[src/logic/soc_config.svh]
`ifndef SOC_CONFIG_SVH
`define SOC_CONFIG_SVH

// ##########################################################
// bus widths
// ##########################################################

`define SOC_DATA_W		16		// data word
`define SOC_ADR_W		15		// word address, byte address bits 15..1
`define SOC_SEL_W		2		// one select per byte lane

// ##########################################################
// memories
// ##########################################################

`define SOC_RAM_ADR_W	13		// 8K words per block

// ##########################################################
// general-purpose port
// ##########################################################

`define SOC_GPIO_IN_W	3		// miso, wp, cd

// ##########################################################
// address map
// ##########################################################

`define SOC_REGION_RAM0	2'b00		// 0000-3FFF program memory
`define SOC_REGION_RAM1	2'b11		// C000-FFFF video memory
`define SOC_GPIO_PAGE	12'hB01		// B010-B013 port registers

`endif

[src/logic/bus_pkg.sv]
`include "soc_config.svh"

package bus_pkg;

	// ##########################################################
	// system bus payload
	// ##########################################################

	typedef logic [`SOC_ADR_W-1:0]		adr_t;		// word address
	typedef logic [`SOC_DATA_W-1:0]		dat_t;
	typedef logic [`SOC_SEL_W-1:0]		sel_t;		// bit 1 high byte, bit 0 low byte

	// address as seen by one memory block
	typedef logic [`SOC_RAM_ADR_W-1:0]	ram_adr_t;

	// ##########################################################
	// port registers
	// ##########################################################

	// picked by byte address bit 1
	typedef enum logic {
		GPIO_IN		= 1'b0,		// B010, sensed pins
		GPIO_OUT	= 1'b1		// B012, output latch
	} gpio_reg_e;

endpackage

[src/logic/gpio_port.sv]
`timescale 1ns/1ps
`include "soc_config.svh"

module gpio_port (
	input  logic						clk_i,
	input  logic						reset_i,

	input  logic						stb_i,
	input  logic						we_i,
	input  bus_pkg::gpio_reg_e			reg_i,
	input  bus_pkg::sel_t				sel_i,
	input  bus_pkg::dat_t				dat_i,
	input  logic [`SOC_GPIO_IN_W-1:0]	pins_i,		// miso, wp, cd

	output bus_pkg::dat_t				dat_o,
	output logic						ack_o,
	output logic						sd_clk_o,
	output logic						sd_mosi_o,
	output logic						sd_cs_o,
	output logic						sd_led_o
);

	localparam int BYTE_W	= `SOC_DATA_W / `SOC_SEL_W;
	localparam int PAD_W	= `SOC_DATA_W - `SOC_GPIO_IN_W;

	logic [`SOC_GPIO_IN_W-1:0]	meta_q;
	logic [`SOC_GPIO_IN_W-1:0]	sync_q;
	bus_pkg::dat_t				out_q;
	bus_pkg::dat_t				rd_q;
	logic [3:0]					pin_q;
	logic						ack_q;
	logic						access;

	assign access = stb_i & ~ack_q;

	// ##########################################################
	// control and pins
	// ##########################################################

	always_ff @(posedge clk_i) begin
		if (reset_i) begin
			meta_q	<= '0;
			sync_q	<= '0;
			ack_q	<= 1'b0;
			out_q	<= '0;
			pin_q	<= '0;
		end else begin
			meta_q	<= pins_i;		// async card pins
			sync_q	<= meta_q;
			ack_q	<= access;
			pin_q	<= out_q[3:0];		// drives the card a cycle after the write
			if (access & we_i & (reg_i == bus_pkg::GPIO_OUT)) begin
				for (int lane = 0; lane < `SOC_SEL_W; lane++) begin
					if (sel_i[lane]) begin
						out_q[lane*BYTE_W +: BYTE_W] <= dat_i[lane*BYTE_W +: BYTE_W];
					end
				end
			end
		end
	end

	// readback, valid alongside the ack
	always_ff @(posedge clk_i) begin
		if (access) begin
			unique case (reg_i)
				bus_pkg::GPIO_IN:	rd_q <= {{PAD_W{1'b0}}, sync_q};
				bus_pkg::GPIO_OUT:	rd_q <= out_q;
			endcase
		end
	end

	assign dat_o		= rd_q;
	assign ack_o		= ack_q;
	assign sd_clk_o		= pin_q[3];
	assign sd_mosi_o	= pin_q[2];
	assign sd_cs_o		= pin_q[1];
	assign sd_led_o		= pin_q[0];

endmodule

[config.mk]
export PLATFORM = sky130hd
export DESIGN_NAME = gpio_port
export DESIGN_NICKNAME = d
export VERILOG_FILES = /design/src/logic/bus_pkg.sv /design/src/logic/gpio_port.sv
export VERILOG_INCLUDE_DIRS = /design/src /design/src/logic
export SDC_FILE = /design/constraint.sdc
export NUM_CORES = 1
export LEC_CHECK = 0
export ABC_AREA = 1
export BUFFER_PORTS_ARGS = -buffer_cell sky130_fd_sc_hd__clkbuf_2
export CAP_MARGIN = 5
export CELL_PAD_IN_SITES_DETAIL_PLACEMENT = 1
export CELL_PAD_IN_SITES_GLOBAL_PLACEMENT = 2
export CORE_AREA = 2 2 86 88
export CTS_CLUSTER_SIZE = 30
export DETAILED_ROUTE_END_ITERATION = 6
export DIE_AREA = 0 0 88 90
export PLACE_DENSITY_LB_ADDON = 0.2
export SLEW_MARGIN = 20
export SYNTH_ARGS = -nofsm -noshare
export SYNTH_HDL_FRONTEND = slang
export SYNTH_SLANG_ARGS = --single-unit
[constraint.sdc]
create_clock -name clk_i -period 1.15 [get_ports clk_i]
set_clock_uncertainty 0.1 [all_clocks]
set_input_delay 0 -clock clk_i [delete_from_list [all_inputs] [get_ports clk_i]]
set_output_delay 0 -clock clk_i [all_outputs]
set_load 0.03 [all_outputs]
-- After elaboration in Yosys (flattened, before gate mapping)
Cells that the tools add are included.
Widths: inputs -> output; s select.
- reductions and logical operators: 2
- bitwise operators: 5
- muxes and demuxes: 1
- operators by type and width (kind ; number):
    $pmux 16 s2 ; 1
    $reduce_and 2->1 ; 2
    $and 1x1->1 ; 3
    $not 1->1 ; 2
- word-level logic and storage cells: 15
- output and inout bits: 21
- input port bits: 26
- bits in registers: 43

-- Longest topological paths before layout
- depth in word-level cells: 5
- gate-level depth with buffers: 7
- mapped depth without buffers: 6

-- Worst setup path before layout
No wires, ideal clock.
- path kind: reg-to-reg
- from: reg ack_q, in the netlist ack_o
- to: reg out_q[0]
- setup slack: -0.223 ns
- data arrival time: 1.209 ns
- period minus slack after synthesis: 1.373 ns
- setup time: 0.064 ns
- buffers on the path: 0
- cell stages (with the launch flop): 6
- required time: 0.986 ns
- cell sequence: dfxtp_1 nor2_4 nand3_4 nand2_1 inv_1 nor2_1
- longest elaborated chain between the ends: 5
- RTL lines (element ; line ; source):
    from (decl) ; gpio_port.sv:31 ; logic ack_q;
    from (signal assigned) ; gpio_port.sv:50 ; ack_q <= access;
    $not 1->1 ; gpio_port.sv:34 ; assign access = stb_i & ~ack_q;
    $and 1x1->1 ; gpio_port.sv:34 ;
    net access ; gpio_port.sv:32 ; logic access;
    $and 1x1->1 (2 in series) ; gpio_port.sv:52 ; if (access & we_i & (reg_i == bus_pkg::GPIO_OUT)) begin
    $reduce_and 2->1 (no line) ; -- ;
    to (signal, indexed assignment) ; gpio_port.sv:55 ; out_q[lane*BYTE_W +: BYTE_W] <= dat_i[lane*BYTE_W +: BYTE_W];
    to (decl) ; gpio_port.sv:28 ; bus_pkg::dat_t out_q;
The timed path passes the listed nets, and every way through them passes these cells.
A chain may end at the register's enable or synchronous reset.

-- Final worst setup path
- from: reg ack_q, in the netlist ack_o
- to: reg out_q[9]
Same word-level chain as after synthesis.

==> impl_results.md <==
- Vias/cell: ~3.7
- Total number of vias: 1,454
- Initial antenna violation count: 0
- Rel. slew slack: between 80% and 90%
- WP data arrival: about 1.3 ns
- Max clock buf depth: 2
- Drt pass-1 iters: 2
- Num Clock Sinks: 43
- IO Port Bufs: 46
- Failing checks: negative hold slack
- DRC viols: 0
- Slowest cell on crit path: dfxtp_4
- Global route overflow: 0
- Layout cells sized above 1: 28.8%
- Worst-path clk slew: 0.08 ns
- Vias in the first global route: ~1,400
- Post-synthesis register bit count: 43
- Starting DRC count in detailed routing: 24
- DIE AREA: ~0.0079 mm^2
- Final setup vio count: 0
- Final hold violations: 1
- Nets: approximately 320
- CTS tree: yes
- Placed insts: roughly 370
- Synth Cell Area: 0.00186 mm^2
- MaxCap Viol Count: 0
- Core footprint: 0.00702 mm^2
- Hold crit path type: input port to register
- Crit path largest cell delay: about 0.36 ns
- Final Core Density: between 30 and 40%
- Final cell count without fillers: 398
- CP top delay family: simple AND/OR/NAND/NOR gates
- CP endpoint kind: register
- Clk_lat worst skew: 0.30 ns
- Share of the yosys chip area belonging to registers: 54.9%
- Yosys cell types: 19
- WL final: 4050 um
- Die width: 88 um
- CP Class: register to register
- Buf/Inv on CP: 2
- Syn-to-layout area delta: 40.8%
- Leakage power: 1.38 nW
- Final Cycle Share: ~98%
- Hold Buf Count CTS: 20
- Unrepaired setup endpoints after global routing: true
- Critical Path Source Type: register
- Synth Instances: roughly 220
- Initial Util: around a quarter
- Yosys warnings: 0
- Filler cells: 854
- Antenna viol nets, final: 0
- Syn_nets: approximately 250
- Total clock buffers created by CTS: 5
- Critical path peak fanout: 8
- Setup_tns: 0 ns
- Worst path cell trace: nor2_4 -> buf_12 -> nand3_4 -> nand2_1 -> inv_1 -> nor2_1
- Largest net degree at the start of global routing: 17
- First-pass GRT wire length: 6810 um
- R2R setup slack: 0.02 ns
- Worst hold margin: -0.0670 ns
- Num ports: between 40 and 50
- Die H: 90 um
- Floorplan row count: 31
- Root Buffer: clkbuf_8
- Multi-input gate area: ~510 um^2
- Peak VDD IR: about 0.38 mV
- H-tree depth: 2
- Final HPWL from detailed placement: 2900 um
- Tmin final: between 1 and 1.5 ns
- Syn Area/Cell: around 8.4 um^2
- Outcome: finished with violations
- GP Congestion: 0.689
- Data required, critical path: about 1.3 ns
- Routed len/inst: roughly 10 um
- Ant diodes: 0
- Tightest Pin Transition: just under 0.3 ns
- Fin. max-slew vios: 0
- Max Clock Freq: about 900 MHz
- Register area: around 0.0010 mm^2
- GRT Util Overall: between 10 and 15%
- Pwr/cell area: around 1300 mW/mm^2
==> metrics by stage <==
stage / power, mW / instance area, um^2 / setup WS (ns)
after CTS: 3.41 / 2620 / -0.0288
after detailed placement: 2.09 / 2260 / 0.00227
final: 3.37 / 2620 / 0.0192
after floorplan: 1.95 / 1860 / -0.0936
after global placement: 2.09 / 2260 / 0.0268
after global routing: 3.51 / 2620 / -0.0766
==> cells by family (layout without fill, tap and decap cells) <==
| logic type | count (synthesis) | after routing | share of synthesized area, % |
|---|---|---|---|
| DFF | 43 | 43 | 54.9 |
| buffers and inverters | 78 | 156 | 17.6 |
| and+or+nand+nor | 97 | 97 | 26.7 |
| AOI/OAI and AO/OA | 3 | 3 | 0.808 |
==> state kept, by name, indices dropped and copies added, names as in the netlist <==
register,count
sync_q,3
pin_q,4
dat_o,16
ack_o,1
meta_q,3
out_q,16
==> layer usage <==
metal	global-route usage, %	part of all wire [%]
met5	0	0
met2	19.2	51
met3	2.30	3.7
met1	13.5	43
met4	4.62	2.0
==> synthesized netlist by cell type <==
| master | number | area share, % |
|---|---|---|
| dfxtp_1 | 27 | 29 |
| inv_2 | 3 | 0.61 |
| nand2_1 | 45 | 9.1 |
| nor2_4 | 1 | 0.61 |
| clkbuf_1 | 1 | 0.20 |
| buf_12 | 1 | 1.1 |
| nand2_2 | 1 | 0.34 |
| nand3_4 | 2 | 1.9 |
| buf_2 | 2 | 0.54 |
| buf_6 | 1 | 0.61 |
| nand3_2 | 10 | 5.4 |
| buf_4 | 2 | 0.81 |
| nor2_1 | 30 | 6.1 |
| nand3_1 | 6 | 1.6 |
| a21oi_1 | 3 | 0.81 |
| inv_1 | 68 | 14 |
| nor2_8 | 1 | 1.1 |
| nand2_4 | 1 | 0.61 |
| edfxtp_1 | 16 | 26 |
==> worst min-delay path, cell delays in order <==
cell	delay, ns
clkbuf_2	0.11
nand2_2	0.13
nor2_1	0.05
==> where the power goes <==
part / internal, mW / total, mW / switching, mW
combinational: 0.192 / 0.454 / 0.262
sequential: 1.64 / 1.66 / 0.0207
clock: 0.694 / 1.25 / 0.556
==> layout make-up <==
class,count,area share (%)
clock buffers,7,4.54
clock inverters,1,0.239
inverters,71,10.2
multi-input cells,100,19.6
flip-flops and latches,43,39.2
well taps,99,4.73
repair buffers,77,21.5
==> repair_timing <==
action / in CTS / in global routing
endpoints found under the hold margin: 27 / 1
pin swaps: 12 / 2
setup endpoints to repair: 15 / 24
setup buffers: 2 / 0
resized for setup: 1 / 0
==> worst paths after layout <==
path                to       from  depth (start not counted)
max           out_q[9]      ack_o                          6
min              ack_o      stb_i                          3
max reg2reg   out_q[9]      ack_o                          6
min reg2reg  sync_q[2]  meta_q[2]                          2
==> placed cells by master, fill, tap and decap left out, types with 2 or more instances in the layout <==
cell type / instances
clkbuf_2: 46
clkbuf_8: 5
nand3_2: 10
a21oi_1: 3
inv_2: 3
nand2_2: 2
nand3_1: 6
nand2_1: 44
dlygate4sd3_1: 20
dfxtp_1: 26
clkbuf_16: 2
inv_1: 68
buf_4: 7
buf_12: 4
nand3_4: 2
nor2_1: 30
edfxtp_1: 16
No activity file was read; power rests on OpenSTA's default activity.
