## config.mk

```make
export PLATFORM = sky130hd
export DESIGN_NAME = bus_decoder
export DESIGN_NICKNAME = d
export VERILOG_FILES = /design/src/logic/bus_pkg.sv /design/src/logic/map_pkg.sv /design/src/logic/bus_decoder.sv
export VERILOG_INCLUDE_DIRS = /design/src /design/src/logic
export SDC_FILE = /design/constraint.sdc
export NUM_CORES = 1
export LEC_CHECK = 0
export BUFFER_PORTS_ARGS = -buffer_cell sky130_fd_sc_hd__buf_2
export CORE_MARGIN = 2
export CORE_UTILIZATION = 30
export DETAILED_ROUTE_END_ITERATION = 7
export GPL_TIMING_DRIVEN = 1
export PLACE_DENSITY = 0.82
export SLEW_MARGIN = 20
export SYNTH_ARGS = -nofsm -noshare
export SYNTH_HDL_FRONTEND = slang
export SYNTH_SLANG_ARGS = --single-unit
export TNS_END_PERCENT = 100
```

## constraint.sdc

```tcl
create_clock -name vclk -period 1.4
set_input_delay 0.14 -clock vclk [all_inputs]
set_output_delay 0.14 -clock vclk [all_outputs]
set_load 0.03 [all_outputs]
```

## src/logic/soc_config.svh

```systemverilog
`ifndef SOC_CONFIG_SVH
`define SOC_CONFIG_SVH

// ##########################################################
// bus widths
// ##########################################################

`define SOC_DATA_W		16		// data word
`define SOC_ADR_W		15		// word address, byte address bits 15..1
`define SOC_SEL_W		2		// one select per byte lane

// ##########################################################
// memories
// ##########################################################

`define SOC_RAM_ADR_W	13		// 8K words per block

// ##########################################################
// general-purpose port
// ##########################################################

`define SOC_GPIO_IN_W	3		// miso, wp, cd

// ##########################################################
// address map
// ##########################################################

`define SOC_REGION_RAM0	2'b00		// 0000-3FFF program memory
`define SOC_REGION_RAM1	2'b11		// C000-FFFF video memory
`define SOC_GPIO_PAGE	12'hB01		// B010-B013 port registers

`endif

```

## src/logic/bus_pkg.sv

```systemverilog
`include "soc_config.svh"

package bus_pkg;

	// ##########################################################
	// system bus payload
	// ##########################################################

	typedef logic [`SOC_ADR_W-1:0]		adr_t;		// word address
	typedef logic [`SOC_DATA_W-1:0]		dat_t;
	typedef logic [`SOC_SEL_W-1:0]		sel_t;		// bit 1 high byte, bit 0 low byte

	// address as seen by one memory block
	typedef logic [`SOC_RAM_ADR_W-1:0]	ram_adr_t;

	// ##########################################################
	// port registers
	// ##########################################################

	// picked by byte address bit 1
	typedef enum logic {
		GPIO_IN		= 1'b0,		// B010, sensed pins
		GPIO_OUT	= 1'b1		// B012, output latch
	} gpio_reg_e;

endpackage

```

## src/logic/map_pkg.sv

```systemverilog
package map_pkg;

	// ##########################################################
	// decode targets
	// ##########################################################

	// which slave a bus cycle lands on; TGT_NONE covers every hole
	// in the map, including the old keyboard page at B000
	typedef enum logic [1:0] {
		TGT_NONE	= 2'd0,		// unmapped, answered by the decoder
		TGT_PROGMEM	= 2'd1,		// 0000-3FFF
		TGT_GPIO	= 2'd2,		// B010-B013
		TGT_VIDMEM	= 2'd3		// C000-FFFF
	} target_e;

endpackage

```

## src/logic/bus_decoder.sv

```systemverilog
`timescale 1ns/1ps
`include "soc_config.svh"

module bus_decoder (
	input  logic				cyc_i,
	input  logic				stb_i,
	input  bus_pkg::adr_t		adr_i,

	input  bus_pkg::dat_t		progmem_dat_i,
	input  bus_pkg::dat_t		vidmem_dat_i,
	input  bus_pkg::dat_t		gpio_dat_i,
	input  logic				progmem_ack_i,
	input  logic				vidmem_ack_i,
	input  logic				gpio_ack_i,

	output logic				progmem_stb_o,
	output logic				vidmem_stb_o,
	output logic				gpio_stb_o,
	output bus_pkg::dat_t		dat_o,
	output logic				ack_o
);

	localparam int REGION_W	= 2;
	localparam int PAGE_W	= 12;

	logic					bus_cycle;
	logic [REGION_W-1:0]	region;
	logic [PAGE_W-1:0]		page;
	map_pkg::target_e		target;

	assign bus_cycle	= cyc_i & stb_i;
	assign region		= adr_i[`SOC_ADR_W-1 -: REGION_W];		// byte address 15:14
	assign page			= adr_i[`SOC_ADR_W-1 -: PAGE_W];		// byte address 15:4

	// ##########################################################
	// classify
	// ##########################################################

	always_comb begin
		if (region == `SOC_REGION_RAM0) begin
			target = map_pkg::TGT_PROGMEM;
		end else if (region == `SOC_REGION_RAM1) begin
			target = map_pkg::TGT_VIDMEM;
		end else if (page == `SOC_GPIO_PAGE) begin
			target = map_pkg::TGT_GPIO;
		end else begin
			target = map_pkg::TGT_NONE;
		end
	end

	assign progmem_stb_o	= bus_cycle & (target == map_pkg::TGT_PROGMEM);
	assign vidmem_stb_o		= bus_cycle & (target == map_pkg::TGT_VIDMEM);
	assign gpio_stb_o		= bus_cycle & (target == map_pkg::TGT_GPIO);

	// ##########################################################
	// return path
	// ##########################################################

	always_comb begin
		dat_o = '0;
		ack_o = 1'b0;
		if (bus_cycle) begin
			unique case (target)
				map_pkg::TGT_PROGMEM: begin
					dat_o = progmem_dat_i;
					ack_o = progmem_ack_i;
				end
				map_pkg::TGT_VIDMEM: begin
					dat_o = vidmem_dat_i;
					ack_o = vidmem_ack_i;
				end
				map_pkg::TGT_GPIO: begin
					dat_o = gpio_dat_i;
					ack_o = gpio_ack_i;
				end
				map_pkg::TGT_NONE: begin
					ack_o = 1'b1;		// nobody home, answer now with zero
				end
			endcase
		end
	end

endmodule

```

# == Word level (Yosys, flattened, before mapping) ==
# Cells that the tools add are included.
# op_classes
n_eq_ne,5
mux,7
n_bitwise,4
reduce_logical,2
# ops
cell,count
$pmux 16 s3,1
$mux 16,1
$eq 12x12->1 const B,1
$eq 2x2->1 const B,3
$mux 2,3
$and 1x1->1,4
$logic_not 2->1,2
$pmux 1 s4,1
$eq 2x1->1 const B,1
$mux 1,1
# totals
regBits,0
wordCells,18

# == Longest topological paths before layout ==
# Gate-level depths: netlist of the first run.
# depth
word_depth,7
mapped_depth,7

# == Worst setup path before layout of the first run ==
# No wires, ideal clock.
# synth_timing
path_type,input port to output port
start,in adr_i[7]
end,out dat_o[0]
t_arrival_ps,1652
path_slack_ps,-392
stages,4
n_path_buf,0
cell_sequence,or4_4 nor4_2 o211ai_2 a21oi_1
# synth_between
elab_chain_len,7
word_cells_on_any_way,9
classes_between,eq/ne: 4; mux: 5
# synth_lines
item,line_no,rtl
"start, declared",bus_decoder.sv:7,"input bus_pkg::adr_t adr_i,"
$eq 12x12->1 (no line) *,n/a,
$mux 2 *,bus_decoder.sv:44,end else if (page == `SOC_GPIO_PAGE) begin
$mux 2 *,bus_decoder.sv:42,end else if (region == `SOC_REGION_RAM1) begin
$mux 2 *,bus_decoder.sv:40,if (region == `SOC_REGION_RAM0) begin
$eq 2x2->1 / $eq 2x1->1 (equally long branches),bus_decoder.sv:63,unique case (target)
$pmux 16 s3 *,bus_decoder.sv:63,
$mux 16 *,bus_decoder.sv:62,if (bus_cycle) begin
"end, declared",bus_decoder.sv:19,"output bus_pkg::dat_t dat_o,"
# Mark *: on every way between the ends. The rest lies on a longest branch, timed or not.

# == Final worst setup path of the first run ==
# layout_timing
start,in adr_i[7]
end,out dat_o[1]
# Same word-level chain as after synthesis.

==> results.py, run 1 <==
metrics = {
    "setup_path": {
        "cp-start-kind": "input port",
        "critPathBufInv": 3,
        "crit_chain": "buf_6 -> or4_4 -> nor4_4 -> o211ai_4 -> clkbuf_16 -> a21oi_2 -> buf_6",
        "cp_top_family": "simple AND/OR/NAND/NOR gates",
        "arrival_ps": 1600,
        "crit_type": "in2out",
        "worst-path-max-fanout": 8,
        "worstPathRequired_ps": 1260,
        "crit_top_cell": "buf_6",
        "cp_slowest_cell": "or4_4",
        "critPathCaptureType": "output pin",
        "max_stage_delay_ps": 560,
    },
    "drt": {
        "dr.pass1.iters": 4,
        "drt-initial-drc-count": 18,
        "avgRoutedWirePerCell_um": 14.6,
        "wl_um": 2880,
        "drc": 0,
        "num_vias": 1063,
        "vias_per_cell": 5.37,
        "ant_nets": 0,
    },
    "logic_synthesis": {
        "netlist_area_um2": 662,
        "syn_nets": 153,
        "yosysTopAreaCell": "a22oi_1",
        "synthMuxAreaShare_pct": 0,
        "synth_area_leaders": "a22oi_1 19%, o211ai_1 19%, a21oi_2 13%",
        "synth_top_family_by_area": "compound AO/OA/AOI/OAI gates",
        "synth_xor_area_share_pct": 0,
        "yosys_warnings": 0,
        "synthDistinctLibCells": 20,
        "ys_seq_area_share_pct": 0,
        "synth_simple_gate_area_share_pct": 12.9,
        "synth_compound_area_share_pct": 61.6,
        "synth_cells": 81,
        "yosysTopAreaCellShare_pct": 19.3,
        "synthAdderAreaFrac_pct": 7.56,
        "avgSynthCellArea_um2": 8.17,
    },
    "floorplanning": {
        "pin_count": 88,
        "floorplan.initialDensity_pct": 30.8,
        "rows": 17,
        "core_um2": 2150,
        "dieArea_um2": 2600,
        "dieWidth_um": 51.0,
        "die_y_um": 51.0,
    },
    "timing": {
        "relSlewSlack_pct": 79.0,
        "hold-worst-slack_ps": 653,
        "final.period_utilization_pct": 125,
        "slew_violations": 0,
        "worst_slew_pin_slew_ps": 312,
        "finalHoldViolations": 0,
        "rsz0062_at_grt": "yes",
        "period_needed_ps": 1740,
        "worst_slack_ps": -343,
        "fmax_mhz": 574,
        "tns_ps": -5740,
        "finalSetupViolCount": 18,
    },
    "grt": {
        "grt_max_degree": 23,
        "grt_usage_pct": 19.5,
        "first_global_vias": 1033,
        "grt_pass1_wl_um": 4140,
        "overflow": 0,
        "antenna_found_initial": 0,
    },
    "status": {
        "run_status": "finished with violations",
        "failed_checks": "negative setup slack",
    },
    "final_layout": {
        "seq_cells": 0,
        "syn2layout_area_growth_pct": 121,
        "layout.nets": 244,
        "layout_common_cells": "66 x buf_2, 19 x buf_6, 17 x a22oi_1, 17 x o211ai_1, 12 x a21oi_4",
        "finalInstanceArea_um2": 1460,
        "fillers": 167,
        "final_common_cell": "buf_2",
        "drive_gt1_share_pct": 72.4,
        "n_clock_buffer": 0,
        "seq_area_um2": 0,
        "antenna_cells": 0,
    },
    "placement": {
        "hpwl_um": 2100,
        "place_area_um2": 1280,
        "gp_congestion": 0.650,
        "port_buffers": 85,
    },
    "power": {
        "leakage_uw": 0.000631,
        "p_total_uw": 402,
        "power_density_nw_per_um2": 275,
        "ir_drop_mv": 0.177,
    },
    "clock_network": {
        "ctsHoldBuffers": 0,
    },
    "flow_run": {
        "drv_cap": 0,
    },
    "worst_hold_path": {
        "hold_path.class": "in2out",
    },
}
## metrics by stage
stage | std cells | util, % | setup slack, ps
2_1_floorplan | 81 | - | -240
3_3_place_gp | 196 | 59.4 | -357
3_5_place_dp | 196 | 59.4 | -390
4_1_cts | 196 | 64.9 | -327
5_1_grt | 198 | 68.1 | -386
6_report | 198 | 68.1 | -343
## cell usage after synthesis
cell,number
nor3_4,1
a21oi_1,6
nor4_2,1
nand4bb_1,1
a22oi_1,17
o21ai_0,1
a21oi_2,10
or4_4,1
buf_4,3
o211ai_2,1
inv_1,4
nand3b_1,2
and3_1,2
buf_6,6
ha_1,4
o211ai_1,17
nor2b_1,1
o2111a_1,1
clkbuf_8,1
a31oi_1,1
## per-layer routing
metal / global-route usage [%] / wire (µm) / vias up
met1: 19.9 / 1090 / 481
met5: 0 / 0 / -
met4: 3.60 / 50 / 0
met2: 41.3 / 1530 / 61
met3: 2.05 / 212 / 6
li1: - / - / 515
## final cells by class
type	count	area (µm²)	area share, %
Multi-Input combinational cell	67	708	48.4
Timing Repair Buffer	99	704	48.2
Inverter	4	15.0	1.03
Tap cell	28	35.0	2.40
## cells by family (layout without fill, tap and decap cells)
| logic type | count (synthesis) | count (layout) |
|---|---|---|
| adder cells (fa/ha/maj) | 4 | 4 |
| AND/OR/NAND/NOR | 9 | 9 |
| AO/OA/AOI/OAI | 54 | 54 |
| buffers and inverters | 14 | 103 |
## what timing repair did
item,in CTS,in global routing
resized for setup,38,8
setup buffers,0,0
pin swaps,1,0
gates cloned,0,2
endpoints found under the setup margin,18,18
## where the power goes
group | switching, µW | leakage (µW) | internal [µW] | total [µW]
registers | 0 | 0 | 0 | 0
logic | 207 | 0.000631 | 195 | 402
clock network | 0 | 0 | 0 | 0
total | 207 | 0.000631 | 195 | 402
## worst paths after layout
| check | start | to | slack, ps | cells past startpoint |
|---|---|---|---|---|
| worst max-delay path | adr_i[7] | dat_o[1] | -340 | 7 |
| worst min-delay path | gpio_dat_i[1] | dat_o[1] | 650 | 4 |
(Power assumes the default switching activity.)
==> run 2, diff against run 1 <==
Clock period 1.4 ns to 1.6 ns, I/O delays scaled along.
==> run 2 against run 1 <==
  * The run still ends with negative setup slack left
  * Global-route usage decreased by 0.99 points
  * Cell count decreased by 1.5%
  * Design area shrank 6.2%
  * Clock-buffer cell count unchanged
  * Hold slack improved by 43 ps
  * Utilization shrank 4.2 points
  * First-iteration DRC count decreased by 5.6%
  * Sequential share of layout area stayed put
==> results.py, run 2 (synthesized netlist as in run 1, its figures left out) <==
metrics = {
    "status": {
        "run_status": "finished with violations",
        "failed_checks": "negative setup slack",
    },
    "grt": {
        "grt_usage_pct": 18.5,
        "overflow": 0,
        "grt_pass1_wl_um": 3860,
        "grt_max_degree": 20,
        "first_global_vias": 942,
        "antenna_found_initial": 0,
    },
    "drt": {
        "top_layer": "met4",
        "dr.pass1.iters": 4,
        "ant_nets": 0,
        "vias_per_cell": 5.32,
        "drt-initial-drc-count": 17,
        "num_vias": 1037,
        "drc": 0,
        "wl_met1_um": 958,
        "wl_um": 2650,
        "route.met3.wl_um": 252,
        "wl_met2_um": 1340,
        "avgRoutedWirePerCell_um": 13.6,
    },
    "placement": {
        "place_area_um2": 1250,
        "hpwl_um": 2040,
        "port_buffers": 85,
        "gp_congestion": 0.702,
    },
    "floorplanning": {
        "pin_count": 88,
        "floorplan.initialDensity_pct": 30.8,
        "core_um2": 2150,
        "rows": 17,
        "dieWidth_um": 51.0,
        "die_y_um": 51.0,
        "dieArea_um2": 2600,
    },
    "timing": {
        "fmax_mhz": 565,
        "finalSetupViolCount": 18,
        "rsz0062_at_grt": "yes",
        "finalHoldViolations": 0,
        "worst_slew_pin_slew_ps": 324,
        "final.period_utilization_pct": 111,
        "worst_slack_ps": -170,
        "slew_violations": 0,
        "period_needed_ps": 1770,
        "relSlewSlack_pct": 78.2,
        "hold-worst-slack_ps": 696,
    },
    "setup_path": {
        "cp-start-kind": "input port",
        "worstPathRequired_ps": 1440,
        "worst-path-max-fanout": 18,
        "arrival_ps": 1610,
        "critPathCaptureType": "output pin",
        "crit_type": "in2out",
    },
    "final_layout": {
        "seq_cells": 0,
        "final_common_cell": "buf_2",
        "drive_gt1_share_pct": 70.1,
        "fillers": 197,
        "layout_common_cells": "66 x buf_2, 19 x buf_6, 17 x a22oi_1, 17 x o211ai_1, 10 x a21oi_4",
        "seq_area_um2": 0,
        "n_clock_buffer": 0,
        "antenna_cells": 0,
        "layout.nets": 241,
        "syn2layout_area_growth_pct": 107,
        "multi_input_area_um2": 658,
        "finalInstanceArea_um2": 1370,
    },
    "clock_network": {
        "ctsHoldBuffers": 0,
        "post_cts_buffers": 0,
    },
    "flow_run": {
        "drv_cap": 0,
    },
    "power": {
        "leakage_uw": 0.000601,
        "power_density_nw_per_um2": 232,
        "ir_drop_mv": 0.140,
    },
    "worst_hold_path": {
        "min_path_cells": 4,
        "hold_path.class": "in2out",
    },
}
-- run 2: cell types whose count changed in the layout (fill, tap and decap cells not counted), sizes merged --
cell and change:
clkbuf -1, buf -2
-- run 2: cell type report --
class                      instances  area share, %
inverter                           4           1.09
timing repair buffer              96           48.4
tap                               28           2.55
multi-input combinational         67           47.9
-- run 2: what timing repair did --
item                       CTS  global route
resized for setup           37             1
setup endpoints to repair   18            18
pin swaps                    0             1
gates cloned                 0             0
-- run 2: critical path, cell delays in order --
cell and delay (ps):
buf_6 90, or4_4 560, nor3_4 170, buf_12 170
o211ai_1 120, a21oi_2 180, buf_6 160
-- run 2: stage by stage --
| step | worst slack [ps] | setup TNS (ps) | util [%] | total power, µW | instances |
|---|---|---|---|---|---|
| 3_5_place_dp | -231 | -3520 | 58.4 | 299 | 195 |
| 5_1_grt | -237 | -3470 | 63.9 | 344 | 195 |
| 3_3_place_gp | -201 | -3160 | 58.4 | 290 | 195 |
| 2_1_floorplan | -79.6 | -1030 | - | 181 | 81 |
| 6_report | -170 | -2470 | 63.9 | 319 | 195 |
| 4_1_cts | -180 | -2550 | 63.9 | 320 | 195 |
-- run 2: worst paths after layout --
path          start       end  slack (ps)
min   gpio_dat_i[1]  dat_o[1]         700
max        adr_i[7]  dat_o[2]        -170
-- run 2: power by group --
group	switching, µW	internal, µW	leakage, µW
Sequential	0	0	0
Combinational	165	154	0.000601
Clock	0	0	0
Total	165	154	0.000601
-- run 2: metal layers --
layer	track usage, %	up-vias
met5	0	-
met4	6.76	0
met3	1.75	8
met2	36.1	65
met1	20.2	455
li1	-	509
